==> config.mk <==
export PLATFORM = sky130hd
export DESIGN_NAME = mips_pipe
export DESIGN_NICKNAME = d
export VERILOG_FILES = /design/src/hdl/mips_pkg.sv /design/src/hdl/decode_stage.sv /design/src/hdl/execute_stage.sv /design/src/hdl/fetch_stage.sv /design/src/hdl/memory_stage.sv /design/src/hdl/mips_pipe.sv /design/src/hdl/reg_file.sv
export SDC_FILE = /design/constraint.sdc
export NUM_CORES = 2
export LEC_CHECK = 0
export BUFFER_PORTS_ARGS = -buffer_cell sky130_fd_sc_hd__buf_4
export CORE_ASPECT_RATIO = 0.9
export CORE_MARGIN = 1.5
export CORE_UTILIZATION = 47
export DETAILED_ROUTE_END_ITERATION = 10
export GPL_TIMING_DRIVEN = 0
export PLACE_DENSITY = 0.61
export SLEW_MARGIN = 20
export SYNTH_ARGS = -nofsm -noshare
export SYNTH_HDL_FRONTEND = slang
export SYNTH_SLANG_ARGS = --single-unit
==> constraint.sdc <==
create_clock -name clk -period 15.42 [get_ports clk]
set_input_delay 2.313 -clock clk [delete_from_list [all_inputs] [get_ports clk]]
set_output_delay 2.313 -clock clk [all_outputs]
set_load 0.1 [all_outputs]
==> src/hdl/mips_pkg.sv <==
//----------------------------------------
// Shared types for the five-stage core
// Integer subset only: add sub and or slt,
// lw, sw and beq; other opcodes act as nop
// Word addressing is left to the memories
//----------------------------------------

package mips_pkg;

	// Primary opcodes
	localparam logic [5:0] op_rtype = 6'b000000;
	localparam logic [5:0] op_lw    = 6'b100011;
	localparam logic [5:0] op_sw    = 6'b101011;
	localparam logic [5:0] op_beq   = 6'b000100;

	// R-type function codes
	localparam logic [5:0] fn_add = 6'b100000;
	localparam logic [5:0] fn_sub = 6'b100010;
	localparam logic [5:0] fn_and = 6'b100100;
	localparam logic [5:0] fn_or  = 6'b100101;
	localparam logic [5:0] fn_slt = 6'b101010;

	// First fetch address after reset
	localparam logic [31:0] reset_pc = 32'h0000_0000;

	typedef enum logic [2:0] {
		alu_add,
		alu_sub,
		alu_and,
		alu_or,
		alu_slt
	} alu_op_e;

	// ---------------------------------------
	// Instruction word, two views
	// ---------------------------------------
	typedef struct packed {
		logic [5:0] opcode;
		logic [4:0] rs;
		logic [4:0] rt;
		logic [4:0] rd;
		logic [4:0] shamt;
		logic [5:0] funct;
	} r_fmt_t;

	typedef struct packed {
		logic [5:0]  opcode;
		logic [4:0]  rs;
		logic [4:0]  rt;
		logic [15:0] imm;
	} i_fmt_t;

	typedef union packed {
		r_fmt_t r_fmt;
		i_fmt_t i_fmt;
	} instr_u;

	// ---------------------------------------
	// Stage buses
	// ---------------------------------------
	typedef struct packed {
		logic    reg_write;
		logic    mem_read;
		logic    mem_write;
		logic    alu_src_imm;
		logic    reg_dst_rd;
		logic    branch;
		alu_op_e alu_op;
	} ctrl_t;

	typedef struct packed {
		logic        valid;
		logic [31:0] pc_plus4;
		instr_u      instr;
	} if_id_t;

	typedef struct packed {
		logic        valid;
		ctrl_t       ctrl;
		logic [31:0] pc_plus4;
		logic [4:0]  rs;
		logic [4:0]  rt;
		logic [4:0]  rd;
		logic [31:0] data_1;
		logic [31:0] data_2;
		logic [31:0] imm;
	} id_ex_t;

	typedef struct packed {
		logic        taken;
		logic [31:0] target;
	} redirect_t;

	typedef struct packed {
		logic        valid;
		logic        reg_write;
		logic        mem_read;
		logic        mem_write;
		logic [4:0]  dest;
		logic [31:0] alu_result;
		logic [31:0] store_data;
	} ex_mem_t;

	// Result of the writeback stage
	typedef struct packed {
		logic        valid;
		logic        reg_write;
		logic [4:0]  dest;
		logic [31:0] data;
	} wb_t;

endpackage

==> src/hdl/decode_stage.sv <==
//----------------------------------------
// Decode: control, load-use stall, ID/EX
// Hold is combinational from the ID/EX
// register and the word in decode
// Unknown opcodes and functions are nops
//----------------------------------------
`timescale 1ns/1ps

module decode_stage
	import mips_pkg::*;
(
	input  logic      clk,
	input  logic      rst_n,
	input  if_id_t    if_id,
	input  redirect_t redirect,
	input  wb_t       wb,
	output logic      hold,
	output id_ex_t    id_ex
);

	instr_u      instr;
	ctrl_t       ctrl;
	logic [31:0] data_1;
	logic [31:0] data_2;
	logic [31:0] imm_ext;
	id_ex_t      id_ex_next;

	assign instr = if_id.instr;

	reg_file reg_file_i (
		.clk    (clk),
		.rst_n  (rst_n),
		.rs_idx (instr.r_fmt.rs),
		.rt_idx (instr.r_fmt.rt),
		.wb     (wb),
		.data_1 (data_1),
		.data_2 (data_2)
	);

	// ---------------------------------------
	// Control decode
	// ---------------------------------------
	always_comb
	begin
		ctrl = '0;
		case (instr.r_fmt.opcode)
			op_rtype:
			begin
				ctrl.reg_write  = 1'b1;
				ctrl.reg_dst_rd = 1'b1;
				case (instr.r_fmt.funct)
					fn_add: ctrl.alu_op = alu_add;
					fn_sub: ctrl.alu_op = alu_sub;
					fn_and: ctrl.alu_op = alu_and;
					fn_or:  ctrl.alu_op = alu_or;
					fn_slt: ctrl.alu_op = alu_slt;
					// Unsupported function, no write
					default: ctrl = '0;
				endcase
			end
			op_lw:
			begin
				ctrl.reg_write   = 1'b1;
				ctrl.mem_read    = 1'b1;
				ctrl.alu_src_imm = 1'b1;
				ctrl.alu_op      = alu_add;
			end
			op_sw:
			begin
				ctrl.mem_write   = 1'b1;
				ctrl.alu_src_imm = 1'b1;
				ctrl.alu_op      = alu_add;
			end
			// Compare happens in execute
			op_beq:
			begin
				ctrl.branch = 1'b1;
				ctrl.alu_op = alu_sub;
			end
			default: ctrl = '0;
		endcase
	end

	// Sign-extended immediate
	assign imm_ext = {{16{instr.i_fmt.imm[15]}}, instr.i_fmt.imm};

	// Load in execute feeding the word in decode
	assign hold = id_ex.valid && id_ex.ctrl.mem_read && (id_ex.rt != 5'd0) &&
		((id_ex.rt == instr.r_fmt.rs) || (id_ex.rt == instr.r_fmt.rt));

	always_comb
	begin
		id_ex_next.valid    = if_id.valid;
		id_ex_next.ctrl     = ctrl;
		id_ex_next.pc_plus4 = if_id.pc_plus4;
		id_ex_next.rs       = instr.r_fmt.rs;
		id_ex_next.rt       = instr.r_fmt.rt;
		id_ex_next.rd       = instr.r_fmt.rd;
		id_ex_next.data_1   = data_1;
		id_ex_next.data_2   = data_2;
		id_ex_next.imm      = imm_ext;
	end

	// ID/EX register, bubble on stall or squash
	always_ff @(posedge clk or negedge rst_n)
	begin
		if (!rst_n)
			id_ex <= '0;
		else if (redirect.taken || hold)
			id_ex.valid <= 1'b0;
		else
			id_ex <= id_ex_next;
	end

endmodule

==> src/hdl/execute_stage.sv <==
//----------------------------------------
// Execute: forwarding, ALU, beq resolve
// Forwarding covers EX/MEM and writeback
// A load result in EX/MEM is never
// forwarded; decode stalls for it
//----------------------------------------
`timescale 1ns/1ps

module execute_stage
	import mips_pkg::*;
(
	input  logic      clk,
	input  logic      rst_n,
	input  id_ex_t    id_ex,
	input  wb_t       wb,
	output redirect_t redirect,
	output ex_mem_t   ex_mem
);

	logic [31:0] op_a;
	logic [31:0] op_fwd_b;
	logic [31:0] op_b;
	logic [31:0] alu_result;
	logic [4:0]  dest;

	// Newest producer wins, r0 never forwarded
	function automatic logic [31:0] fwd_sel(
		input logic [4:0]  idx,
		input logic [31:0] rf_val,
		input ex_mem_t     mem_src,
		input wb_t         wb_src
	);
		logic [31:0] val;
		val = rf_val;
		if (idx != 5'd0)
		begin
			if (mem_src.valid && mem_src.reg_write && mem_src.dest == idx)
				val = mem_src.alu_result;
			else if (wb_src.valid && wb_src.reg_write && wb_src.dest == idx)
				val = wb_src.data;
		end
		return val;
	endfunction

	assign op_a     = fwd_sel(id_ex.rs, id_ex.data_1, ex_mem, wb);
	assign op_fwd_b = fwd_sel(id_ex.rt, id_ex.data_2, ex_mem, wb);
	assign op_b     = id_ex.ctrl.alu_src_imm ? id_ex.imm : op_fwd_b;

	// ---------------------------------------
	// ALU
	// ---------------------------------------
	always_comb
	begin
		case (id_ex.ctrl.alu_op)
			alu_add: alu_result = op_a + op_b;
			alu_sub: alu_result = op_a - op_b;
			alu_and: alu_result = op_a & op_b;
			alu_or:  alu_result = op_a | op_b;
			// Signed compare
			alu_slt: alu_result = {31'd0, $signed(op_a) < $signed(op_b)};
			default: alu_result = '0;
		endcase
	end

	// Branch taken when forwarded operands match
	assign redirect.taken  = id_ex.valid && id_ex.ctrl.branch && (op_a == op_fwd_b);
	assign redirect.target = id_ex.pc_plus4 + {id_ex.imm[29:0], 2'b00};

	// rd for R-type, rt for lw
	assign dest = id_ex.ctrl.reg_dst_rd ? id_ex.rd : id_ex.rt;

	// EX/MEM register
	always_ff @(posedge clk or negedge rst_n)
	begin
		if (!rst_n)
			ex_mem <= '0;
		else
		begin
			ex_mem.valid      <= id_ex.valid;
			ex_mem.reg_write  <= id_ex.ctrl.reg_write;
			ex_mem.mem_read   <= id_ex.ctrl.mem_read;
			ex_mem.mem_write  <= id_ex.ctrl.mem_write;
			ex_mem.dest       <= dest;
			ex_mem.alu_result <= alu_result;
			ex_mem.store_data <= op_fwd_b;
		end
	end

endmodule

==> src/hdl/fetch_stage.sv <==
//----------------------------------------
// Program counter and IF/ID register
// imem_data must arrive in the same cycle
// Redirect takes priority over hold
//----------------------------------------
`timescale 1ns/1ps

module fetch_stage
	import mips_pkg::*;
(
	input  logic        clk,
	input  logic        rst_n,
	input  logic        hold,
	input  redirect_t   redirect,
	input  logic [31:0] imem_data,
	output logic [31:0] imem_addr,
	output if_id_t      if_id
);

	logic [31:0] pc;
	logic [31:0] pc_plus4;

	assign pc_plus4  = pc + 32'd4;
	assign imem_addr = pc;

	// Next fetch address
	always_ff @(posedge clk or negedge rst_n)
	begin
		if (!rst_n)
			pc <= reset_pc;
		else if (redirect.taken)
			pc <= redirect.target;
		else if (!hold)
			pc <= pc_plus4;
	end

	// IF/ID register, squashed on a taken branch
	always_ff @(posedge clk or negedge rst_n)
	begin
		if (!rst_n)
			if_id <= '0;
		else if (redirect.taken)
			if_id.valid <= 1'b0;
		else if (!hold)
			if_id <= '{valid: 1'b1, pc_plus4: pc_plus4, instr: imem_data};
	end

endmodule

==> src/hdl/memory_stage.sv <==
//----------------------------------------
// Memory access and MEM/WB register
// Data memory answers loads in the same
// cycle; stores land on the next edge
//----------------------------------------
`timescale 1ns/1ps

module memory_stage
	import mips_pkg::*;
(
	input  logic        clk,
	input  logic        rst_n,
	input  ex_mem_t     ex_mem,
	input  logic [31:0] dmem_rdata,
	output logic [31:0] dmem_addr,
	output logic [31:0] dmem_wdata,
	output logic        dmem_we,
	output wb_t         wb
);

	logic [31:0] result;

	// Data port straight from EX/MEM
	assign dmem_addr  = ex_mem.alu_result;
	assign dmem_wdata = ex_mem.store_data;
	assign dmem_we    = ex_mem.valid && ex_mem.mem_write;

	// Load data or ALU value
	assign result = ex_mem.mem_read ? dmem_rdata : ex_mem.alu_result;

	// Writeback stage register
	always_ff @(posedge clk or negedge rst_n)
	begin
		if (!rst_n)
			wb <= '0;
		else
		begin
			wb.valid     <= ex_mem.valid;
			wb.reg_write <= ex_mem.reg_write;
			wb.dest      <= ex_mem.dest;
			wb.data      <= result;
		end
	end

endmodule

==> src/hdl/mips_pipe.sv <==
//----------------------------------------
// Five-stage pipeline top level
// Both memories live outside the core and
// must answer in the same cycle
// No wait states and no back-pressure
//----------------------------------------
`timescale 1ns/1ps

module mips_pipe
	import mips_pkg::*;
(
	input  logic        clk,
	input  logic        rst_n,
	// Fetch port
	output logic [31:0] imem_addr,
	input  logic [31:0] imem_data,
	// Data port
	output logic [31:0] dmem_addr,
	output logic [31:0] dmem_wdata,
	output logic        dmem_we,
	input  logic [31:0] dmem_rdata
);

	// Stage links
	if_id_t    if_id;
	id_ex_t    id_ex;
	ex_mem_t   ex_mem;
	wb_t       wb;
	redirect_t redirect;
	logic      hold;

	fetch_stage fetch_stage_i (
		.clk       (clk),
		.rst_n     (rst_n),
		.hold      (hold),
		.redirect  (redirect),
		.imem_data (imem_data),
		.imem_addr (imem_addr),
		.if_id     (if_id)
	);

	decode_stage decode_stage_i (
		.clk      (clk),
		.rst_n    (rst_n),
		.if_id    (if_id),
		.redirect (redirect),
		.wb       (wb),
		.hold     (hold),
		.id_ex    (id_ex)
	);

	execute_stage execute_stage_i (
		.clk      (clk),
		.rst_n    (rst_n),
		.id_ex    (id_ex),
		.wb       (wb),
		.redirect (redirect),
		.ex_mem   (ex_mem)
	);

	memory_stage memory_stage_i (
		.clk        (clk),
		.rst_n      (rst_n),
		.ex_mem     (ex_mem),
		.dmem_rdata (dmem_rdata),
		.dmem_addr  (dmem_addr),
		.dmem_wdata (dmem_wdata),
		.dmem_we    (dmem_we),
		.wb         (wb)
	);

endmodule

==> src/hdl/reg_file.sv <==
//----------------------------------------
// 32 x 32 register file, r0 reads zero
// Combinational reads with write-through
// from the writeback bus
//----------------------------------------
`timescale 1ns/1ps

module reg_file
	import mips_pkg::*;
(
	input  logic        clk,
	input  logic        rst_n,
	input  logic [4:0]  rs_idx,
	input  logic [4:0]  rt_idx,
	input  wb_t         wb,
	output logic [31:0] data_1,
	output logic [31:0] data_2
);

	// r0 is not stored
	logic [31:0] regs [1:31];
	logic        wr_en;

	assign wr_en = wb.valid && wb.reg_write && (wb.dest != 5'd0);

	always_ff @(posedge clk or negedge rst_n)
	begin
		if (!rst_n)
		begin
			for (int i = 1; i < 32; i++)
				regs[i] <= '0;
		end
		else if (wr_en)
			regs[wb.dest] <= wb.data;
	end

	// Same-cycle write seen by the reader
	assign data_1 = (rs_idx == 5'd0) ? 32'd0 :
		(wr_en && wb.dest == rs_idx) ? wb.data : regs[rs_idx];
	assign data_2 = (rt_idx == 5'd0) ? 32'd0 :
		(wr_en && wb.dest == rt_idx) ? wb.data : regs[rt_idx];

endmodule

# After elaboration in Yosys (flattened, before gate mapping)
# Index checks and enable logic that the tools add are counted.
[op_classes]
eq_ne = 22
n_addsub = 4
muxes = 36
n_bitwise = 7
magnitude_cmp = 5
n_reduce_logical = 28
[ops]
columns = ["cell", "count"]
rows = [
  ["$bwmux W992", 1],
  ["$mux W32", 19],
  ["$bmux W32 S5", 2],
  ["$demux W32 S5", 1],
  ["$pmux W32 S5", 1],
  ["$mux W65", 1],
  ["$add A32 B32 Y32", 2],
  ["$eq A6 B6 Y1 const B", 7],
  ["$eq A5 B5 Y1", 8],
  ["$add A32 B3 Y32 const B", 1],
  ["$and A32 B32 Y32", 1],
  ["$eq A32 B32 Y1", 1],
  ["$lt A32 B32 Y1", 1],
  ["$or A32 B32 Y32", 1],
  ["$sub A32 B32 Y32", 1],
  ["$ge A6 B6 Y1 const B", 3],
  ["$not A5 Y6", 3],
  ["$logic_and A1 B1 Y1", 16],
  ["$reduce_bool A5 Y1", 3],
  ["$pmux W3 S4", 1],
  ["$logic_not A5 Y1", 2],
  ["$eq A3 B2 Y1 const B", 2],
  ["$eq A6 B3 Y1 const B", 1],
  ["$logic_not A6 Y1", 1],
  ["other kinds (16)", 22],
]
[totals]
reg_bits = 1338
wordCells = 163
out_inout_bits = 97
input_bits = 66

# Longest topological paths before layout
[logic_depth]
word_depth = 9
mapped_depth = 23
ltp_nobuf = 20

# By module
# From an unflattened synthesis, not the netlist that was laid out.
[unflattened]
cells_unflattened = 5969
area_unflattened_um2 = 75907.8
[by_module_without_submodules]
columns = ["mod", "area_per_inst_um2", "n_inst", "seq_area_each_um2", "cells_each"]
rows = [
  ["reg_file", 53654.0, 1, 24823.8, 3700],
  ["execute_stage", 10112.2, 1, 1826.8, 1318],
  ["decode_stage", 5356.4, 1, 3303.2, 343],
  ["fetch_stage", 4778.3, 1, 2427.3, 468],
  ["memory_stage", 2006.9, 1, 975.9, 140],
]

# Worst setup path before layout
# Ideal clock, no wire load.
[synth_path]
path_type = "reg2reg"
startpoint = "reg decode_stage_i.id_ex[103] (netlist name)"
endpoint = "reg execute_stage_i.ex_mem[61] (netlist name)"
synth_period_minus_slack_ps = 4997
arrival_ps = 4863
path_buffers = 4
setup_time_ps = 134
t_required_ps = 15286
setup_slack_ps = 10423
stages_incl_launch_ff = 22
cell_sequence = "dfrtp_1 -> clkbuf_1 -> a221o_1 -> buf_2 -> or3_1 -> buf_2 -> buf_2 -> mux2i_1 -> a2bb2oi_2 -> mux2_2 -> ha_1 -> inv_1 -> a211o_1 -> a21bo_2 -> a211oi_1 -> nor4_1 -> o31ai_1 -> a2111oi_0 -> nor3_1 -> o21bai_1 -> a311oi_1 -> o22ai_1"
[synth_via]
elab_chain_cells = 8
elab_cells_between_ends = 14
cone_classes = "add/sub (2); eq/ne (2); mux (5); bitwise (2); reduce/logical (3)"
[synth_rtl]
columns = ["element", "line", "rtl"]
rows = [
  ["$eq A5 B5 Y1", "execute_stage.sv:39", "else if (wb_src.valid && wb_src.reg_write && wb_src.dest == idx)"],
  ["$logic_and A1 B1 Y1", "execute_stage.sv:39", ""],
  ["$mux W32", "execute_stage.sv:39", ""],
  ["$mux W32", "execute_stage.sv:37", "if (mem_src.valid && mem_src.reg_write && mem_src.dest == idx)"],
  ["$mux W32 (*)", "execute_stage.sv:35", "if (idx != 5'd0)"],
  ["via execute_stage_i.op_fwd_b[2]", "execute_stage.sv:21", "logic [31:0] op_fwd_b;"],
  ["$mux W32 (*)", "execute_stage.sv:47", "assign op_b = id_ex.ctrl.alu_src_imm ? id_ex.imm : op_fwd_b;"],
  ["$sub A32 B32 Y32 / $add A32 B32 Y32 (equally long branches)", "execute_stage.sv:56, execute_stage.sv:55", ""],
  ["$pmux W32 S5 (*)", "execute_stage.sv:54", "case (id_ex.ctrl.alu_op)"],
  ["via execute_stage_i.alu_result[29]", "execute_stage.sv:23", "logic [31:0] alu_result;"],
]
# The timed path passes the listed nets; every way through them passes the cells marked *.
# A chain may end at the register's enable or synchronous reset.

# Worst setup path after layout
[layout_path]
startpoint = "reg decode_stage_i.id_ex[103] (netlist name)"
endpoint = "reg execute_stage_i.ex_mem[61] (netlist name)"
[layout_via]
elab_chain_cells = 8
elab_cells_between_ends = 14
cone_classes = "add/sub (2); eq/ne (2); mux (5); bitwise (2); reduce/logical (3)"
[layout_rtl]
columns = ["element", "line", "rtl"]
rows = [
  ["$eq A5 B5 Y1", "execute_stage.sv:39", ""],
  ["$logic_and A1 B1 Y1", "execute_stage.sv:39", ""],
  ["$mux W32", "execute_stage.sv:39", ""],
  ["$mux W32", "execute_stage.sv:37", ""],
  ["$mux W32 (*)", "execute_stage.sv:35", ""],
  ["$mux W32 (*)", "execute_stage.sv:47", ""],
  ["$sub A32 B32 Y32, or another cell as far along", "execute_stage.sv:56", "alu_sub: alu_result = op_a - op_b;"],
  ["$pmux W32 S5 (*)", "execute_stage.sv:54", ""],
  ["via execute_stage_i.alu_result[29]", "execute_stage.sv:23", ""],
]
# Marks and branches as above.

==> results.rst <==
.. list-table::
   :header-rows: 1

   * - Metric
     - Value
   * - Port-buffer cells
     - 162
   * - EDFF count, synth
     - 0
   * - Cell variety after synth
     - 72
   * - Post-layout min period
     - 7.91 ns
   * - Final slew viol count
     - 0
   * - Post-synth ARST share
     - 100%
   * - Total gr overflow
     - 0
   * - Post-CTS clock slew at the launch and capture registers of the worst setup and hold paths
     - 0.06 ns
   * - Power per cell area
     - 100 nW/um^2
   * - Half-perimeter wire length after detailed placement
     - 204000 microns
   * - Count of yosys warnings during synthesis
     - 0
   * - Category of the most critical setup path
     - reg2reg
   * - Critical path buffer and inverter count
     - 3
   * - Cells after DPL
     - 8236
   * - Highest-count cells in the layout ignoring fill and taps
     - dfrtp_1 (1333), mux2_2 (929), nand2_1 (561)
   * - Post-Synthesis Cells
     - 5965
   * - Start point of the critical path
     - decode_stage_i.id_ex[103]$_DFFE_PN0P_
   * - Non-Filler Instances
     - 8511
   * - Crit-path most repeated cell
     - clkbuf_1
   * - Clock root buffer
     - clkbuf_16
   * - Pre-Repair DR Iteration Count
     - 5
   * - Post-Synthesis Mean Instance Area
     - 12.4 sq um
   * - Worst r2r src
     - decode_stage_i.id_ex[103]$_DFFE_PN0P_
   * - RSZ-0062 raised after global routing
     - no
   * - Reg2reg end
     - execute_stage_i.ex_mem[61]$_DFF_PN0_
   * - Slew at the pin closest to its max-slew limit
     - 1.29 ns
   * - Setup Buffers After CTS
     - 0
   * - Peak fanout along the critical path
     - 10
   * - Maximum number of pins on one net before global-route repair
     - 151
   * - Total die area
     - 160000 sq um
   * - Via count of the first global-routing pass
     - 54333
   * - Height of the die
     - 379 microns
   * - CP Cell Sequence
     - clkbuf_1 > xnor2_1 > nand4_1 > nor3_2 > clkbuf_1 > a31oi_1 > o22ai_1 > o21ai_0 > ha_1 > clkbuf_1 > nand2b_1 > a211oi_1 > o31a_1 > a211oi_1 > nor4_1 > o31ai_1 > a2111oi_0 > nor3_1 > o21bai_1 > a311oi_1 > o22ai_1
   * - Fraction of layout cells with a size suffix above 1
     - 32.5%
   * - Aggregate global-route resource usage
     - 33.4%
   * - DRC errors left
     - 0
   * - Static power due to leakage
     - 37.5 nW
   * - Iteration-0 DRC count of the detailed router
     - 6066
   * - Proportion of synthesized chip area in sequential cells
     - 45.1%
   * - Total Wirelength
     - 267000 microns
   * - Critical path capture point
     - execute_stage_i.ex_mem[61]$_DFF_PN0_
   * - Worst Reg-to-Reg Cells
     - 21
   * - Vias post-DR
     - 54335
   * - Worst-path cell with the longest stage delay
     - nor3_2
   * - Clk_lat worst skew
     - 0.81 ns
   * - Family with the most delay on the worst path
     - compound AO/OA/AOI/OAI gates
   * - Total number of nets in the final design
     - 6496
   * - Final setup violation count
     - 0
   * - Endpoint class of the critical path
     - flop
   * - Final period utilization
     - 51.3%
   * - Cell area after synthesis
     - 74000 sq um
   * - Most used flip-flop cell after synthesis
     - dfrtp_1
   * - Number of gates given a new drive strength after cts
     - 0
   * - Flops & latches, synth
     - 1333
   * - Worst path depth
     - 21
   * - Clock buffer count from CTS
     - 148
   * - Average via count per standard cell
     - 6.38
   * - Post-Route Skew
     - 0.0439 ns
   * - CTS Buffer Depth
     - 3
   * - Cts hold-fix bufs
     - 0
   * - Boundary Pins
     - 163
   * - Maximum ir drop on the vdd rail
     - 0.000100 V
   * - Non-Filler Cell Area, Final
     - 83400 sq um
   * - Horizontal die dimension
     - 421 microns
   * - Startpoint of the most critical hold path
     - decode_stage_i.id_ex[151]$_DFFE_PN0P_
   * - First-pass GRT wire length
     - 386000 microns
   * - H-tree levels
     - 4
   * - Number of maximum-capacitance constraint violations
     - 0
   * - WL/cell
     - 31.4 microns
   * - Kind of start point of the critical path
     - flop
   * - Total nets after synthesis
     - 6160
   * - Number of routed nets with antenna violations
     - 0
   * - Critical Path RT
     - 16.08 ns
   * - Routability cong.
     - 0.997
   * - Signed area change from the synthesized netlist to the final layout
     - 12.7%
   * - Number of antenna violations at the first check in global routing
     - 15
   * - Worst slew margin relative to its limit
     - 14.1%
   * - Longest individual stage delay on the worst path
     - 0.83 ns
   * - Worst hold path type
     - reg2reg
   * - Cell area reported after detailed placement
     - 78400 sq um
   * - Row count
     - 137
   * - Status
     - finished clean
   * - Post-route core utilization
     - 53.6%
   * - TritonCTS clock tree
     - done
   * - Most common cell after layout, fill and taps aside
     - dfrtp_1
   * - F_max
     - 126 MHz
   * - Core ar.
     - 156000 sq um
   * - CTS sink count
     - 1333
   * - Slack of the worst reg-to-reg path
     - 7.51 ns
   * - Data arrival, critical path
     - 8.57 ns
   * - Hold violation count in the final report
     - 0
   * - Initial cell density of the core
     - 47.5%
## Yosys cell counts, types with 101 or more instances
library cell	instances	share of area (%)
clkbuf_1	397	2.0
nor2_1	172	0.87
nand2_1	561	2.8
mux4_2	545	17
mux2_2	929	14
mux2i_1	110	1.5
o21ai_0	519	3.5
xnor2_1	116	1.4
buf_1	101	0.51
inv_1	152	0.77
dfrtp_1	1333	45
ha_1	126	2.1
a21oi_1	142	0.96
## layer usage
layer  share of wire, %  wire (microns)  up-vias  track usage (%)
met4                4.8           12900       16             15.1
met2                 44          119000     2593             50.4
li1                   -               -    22665                -
met3                 10           27900      583             9.56
met5              0.044             118        -                0
met1                 40          107000    28478             45.0
## layout make-up
| type | count | area, sq um |
|---|---|---|
| Fill cell | 13511 | 72200 |
| Multi-Input combinational cell | 3879 | 37600 |
| Sequential cell | 1333 | 33400 |
| Clock buffer | 226 | 4470 |
| Buffer | 601 | 2640 |
| Tap cell | 2085 | 2610 |
| Timing Repair Buffer | 186 | 1600 |
| Inverter | 152 | 571 |
| Clock inverter | 40 | 519 |
| Antenna cell | 9 | 22.5 |
## worst reg2reg max path, delay by kind of cell (launching register included)
kind            cells  cell delay [ns]
compound gates     11             3.52
simple gates        5             2.04
buf+inv             3             1.31
fa+ha+maj           1             0.37
flops               1             0.32
xor+xnor            1             0.19
## where the power goes
group / leakage (nW) / switching, mW / internal (mW)
clock: 2.46 / 1.54 / 2.15
sequential: 18.3 / 0.0945 / 3.58
combinational: 16.7 / 0.708 / 0.306
total: 37.5 / 2.34 / 6.03
## state kept, by name, indices dropped and copies added, names as in the netlist
| signal | count |
|---|---|
| fetch_stage_i.imem_addr | 32 |
| decode_stage_i.reg_file_i.regs | 992 |
| memory_stage_i.wb | 39 |
| decode_stage_i.id_ex | 132 |
| fetch_stage_i.if_id | 65 |
| execute_stage_i.ex_mem | 73 |
## cell families after synthesis
family | share of synthesized area (%)
simple gates | 5.81
xor+xnor | 2.15
compound gates | 8.17
fa+ha+maj | 2.21
buf+inv | 4.27
flops | 45.1
mux | 32.3
## through the flow
step	setup WS (ns)	hold slack (ns)	power, mW	TNS [ns]
final	7.51	0.374	8.38	0
after global routing	7.16	0.395	8.62	0
after detailed placement	7.66	0.369	4.73	0
after floorplan	10.42	0.354	4.30	0
after CTS	7.62	0.379	8.40	0
after global placement	-4.65	0.362	4.70	-5836.65
## worst min-delay path by stage
stage / slack, ns / cells after the start / end
floorplan: 0.35 / 0 / execute_stage_i.ex_mem[69]$_DFF_PN0_
global placement: 0.36 / 0 / execute_stage_i.ex_mem[71]$_DFF_PN0_
detailed placement: 0.37 / 0 / execute_stage_i.ex_mem[69]$_DFF_PN0_
CTS: 0.38 / 0 / execute_stage_i.ex_mem[71]$_DFF_PN0_
global route: 0.39 / 0 / execute_stage_i.ex_mem[71]$_DFF_PN0_
finish: 0.37 / 0 / execute_stage_i.ex_mem[71]$_DFF_PN0_
Power figures use the tool's default switching activity.
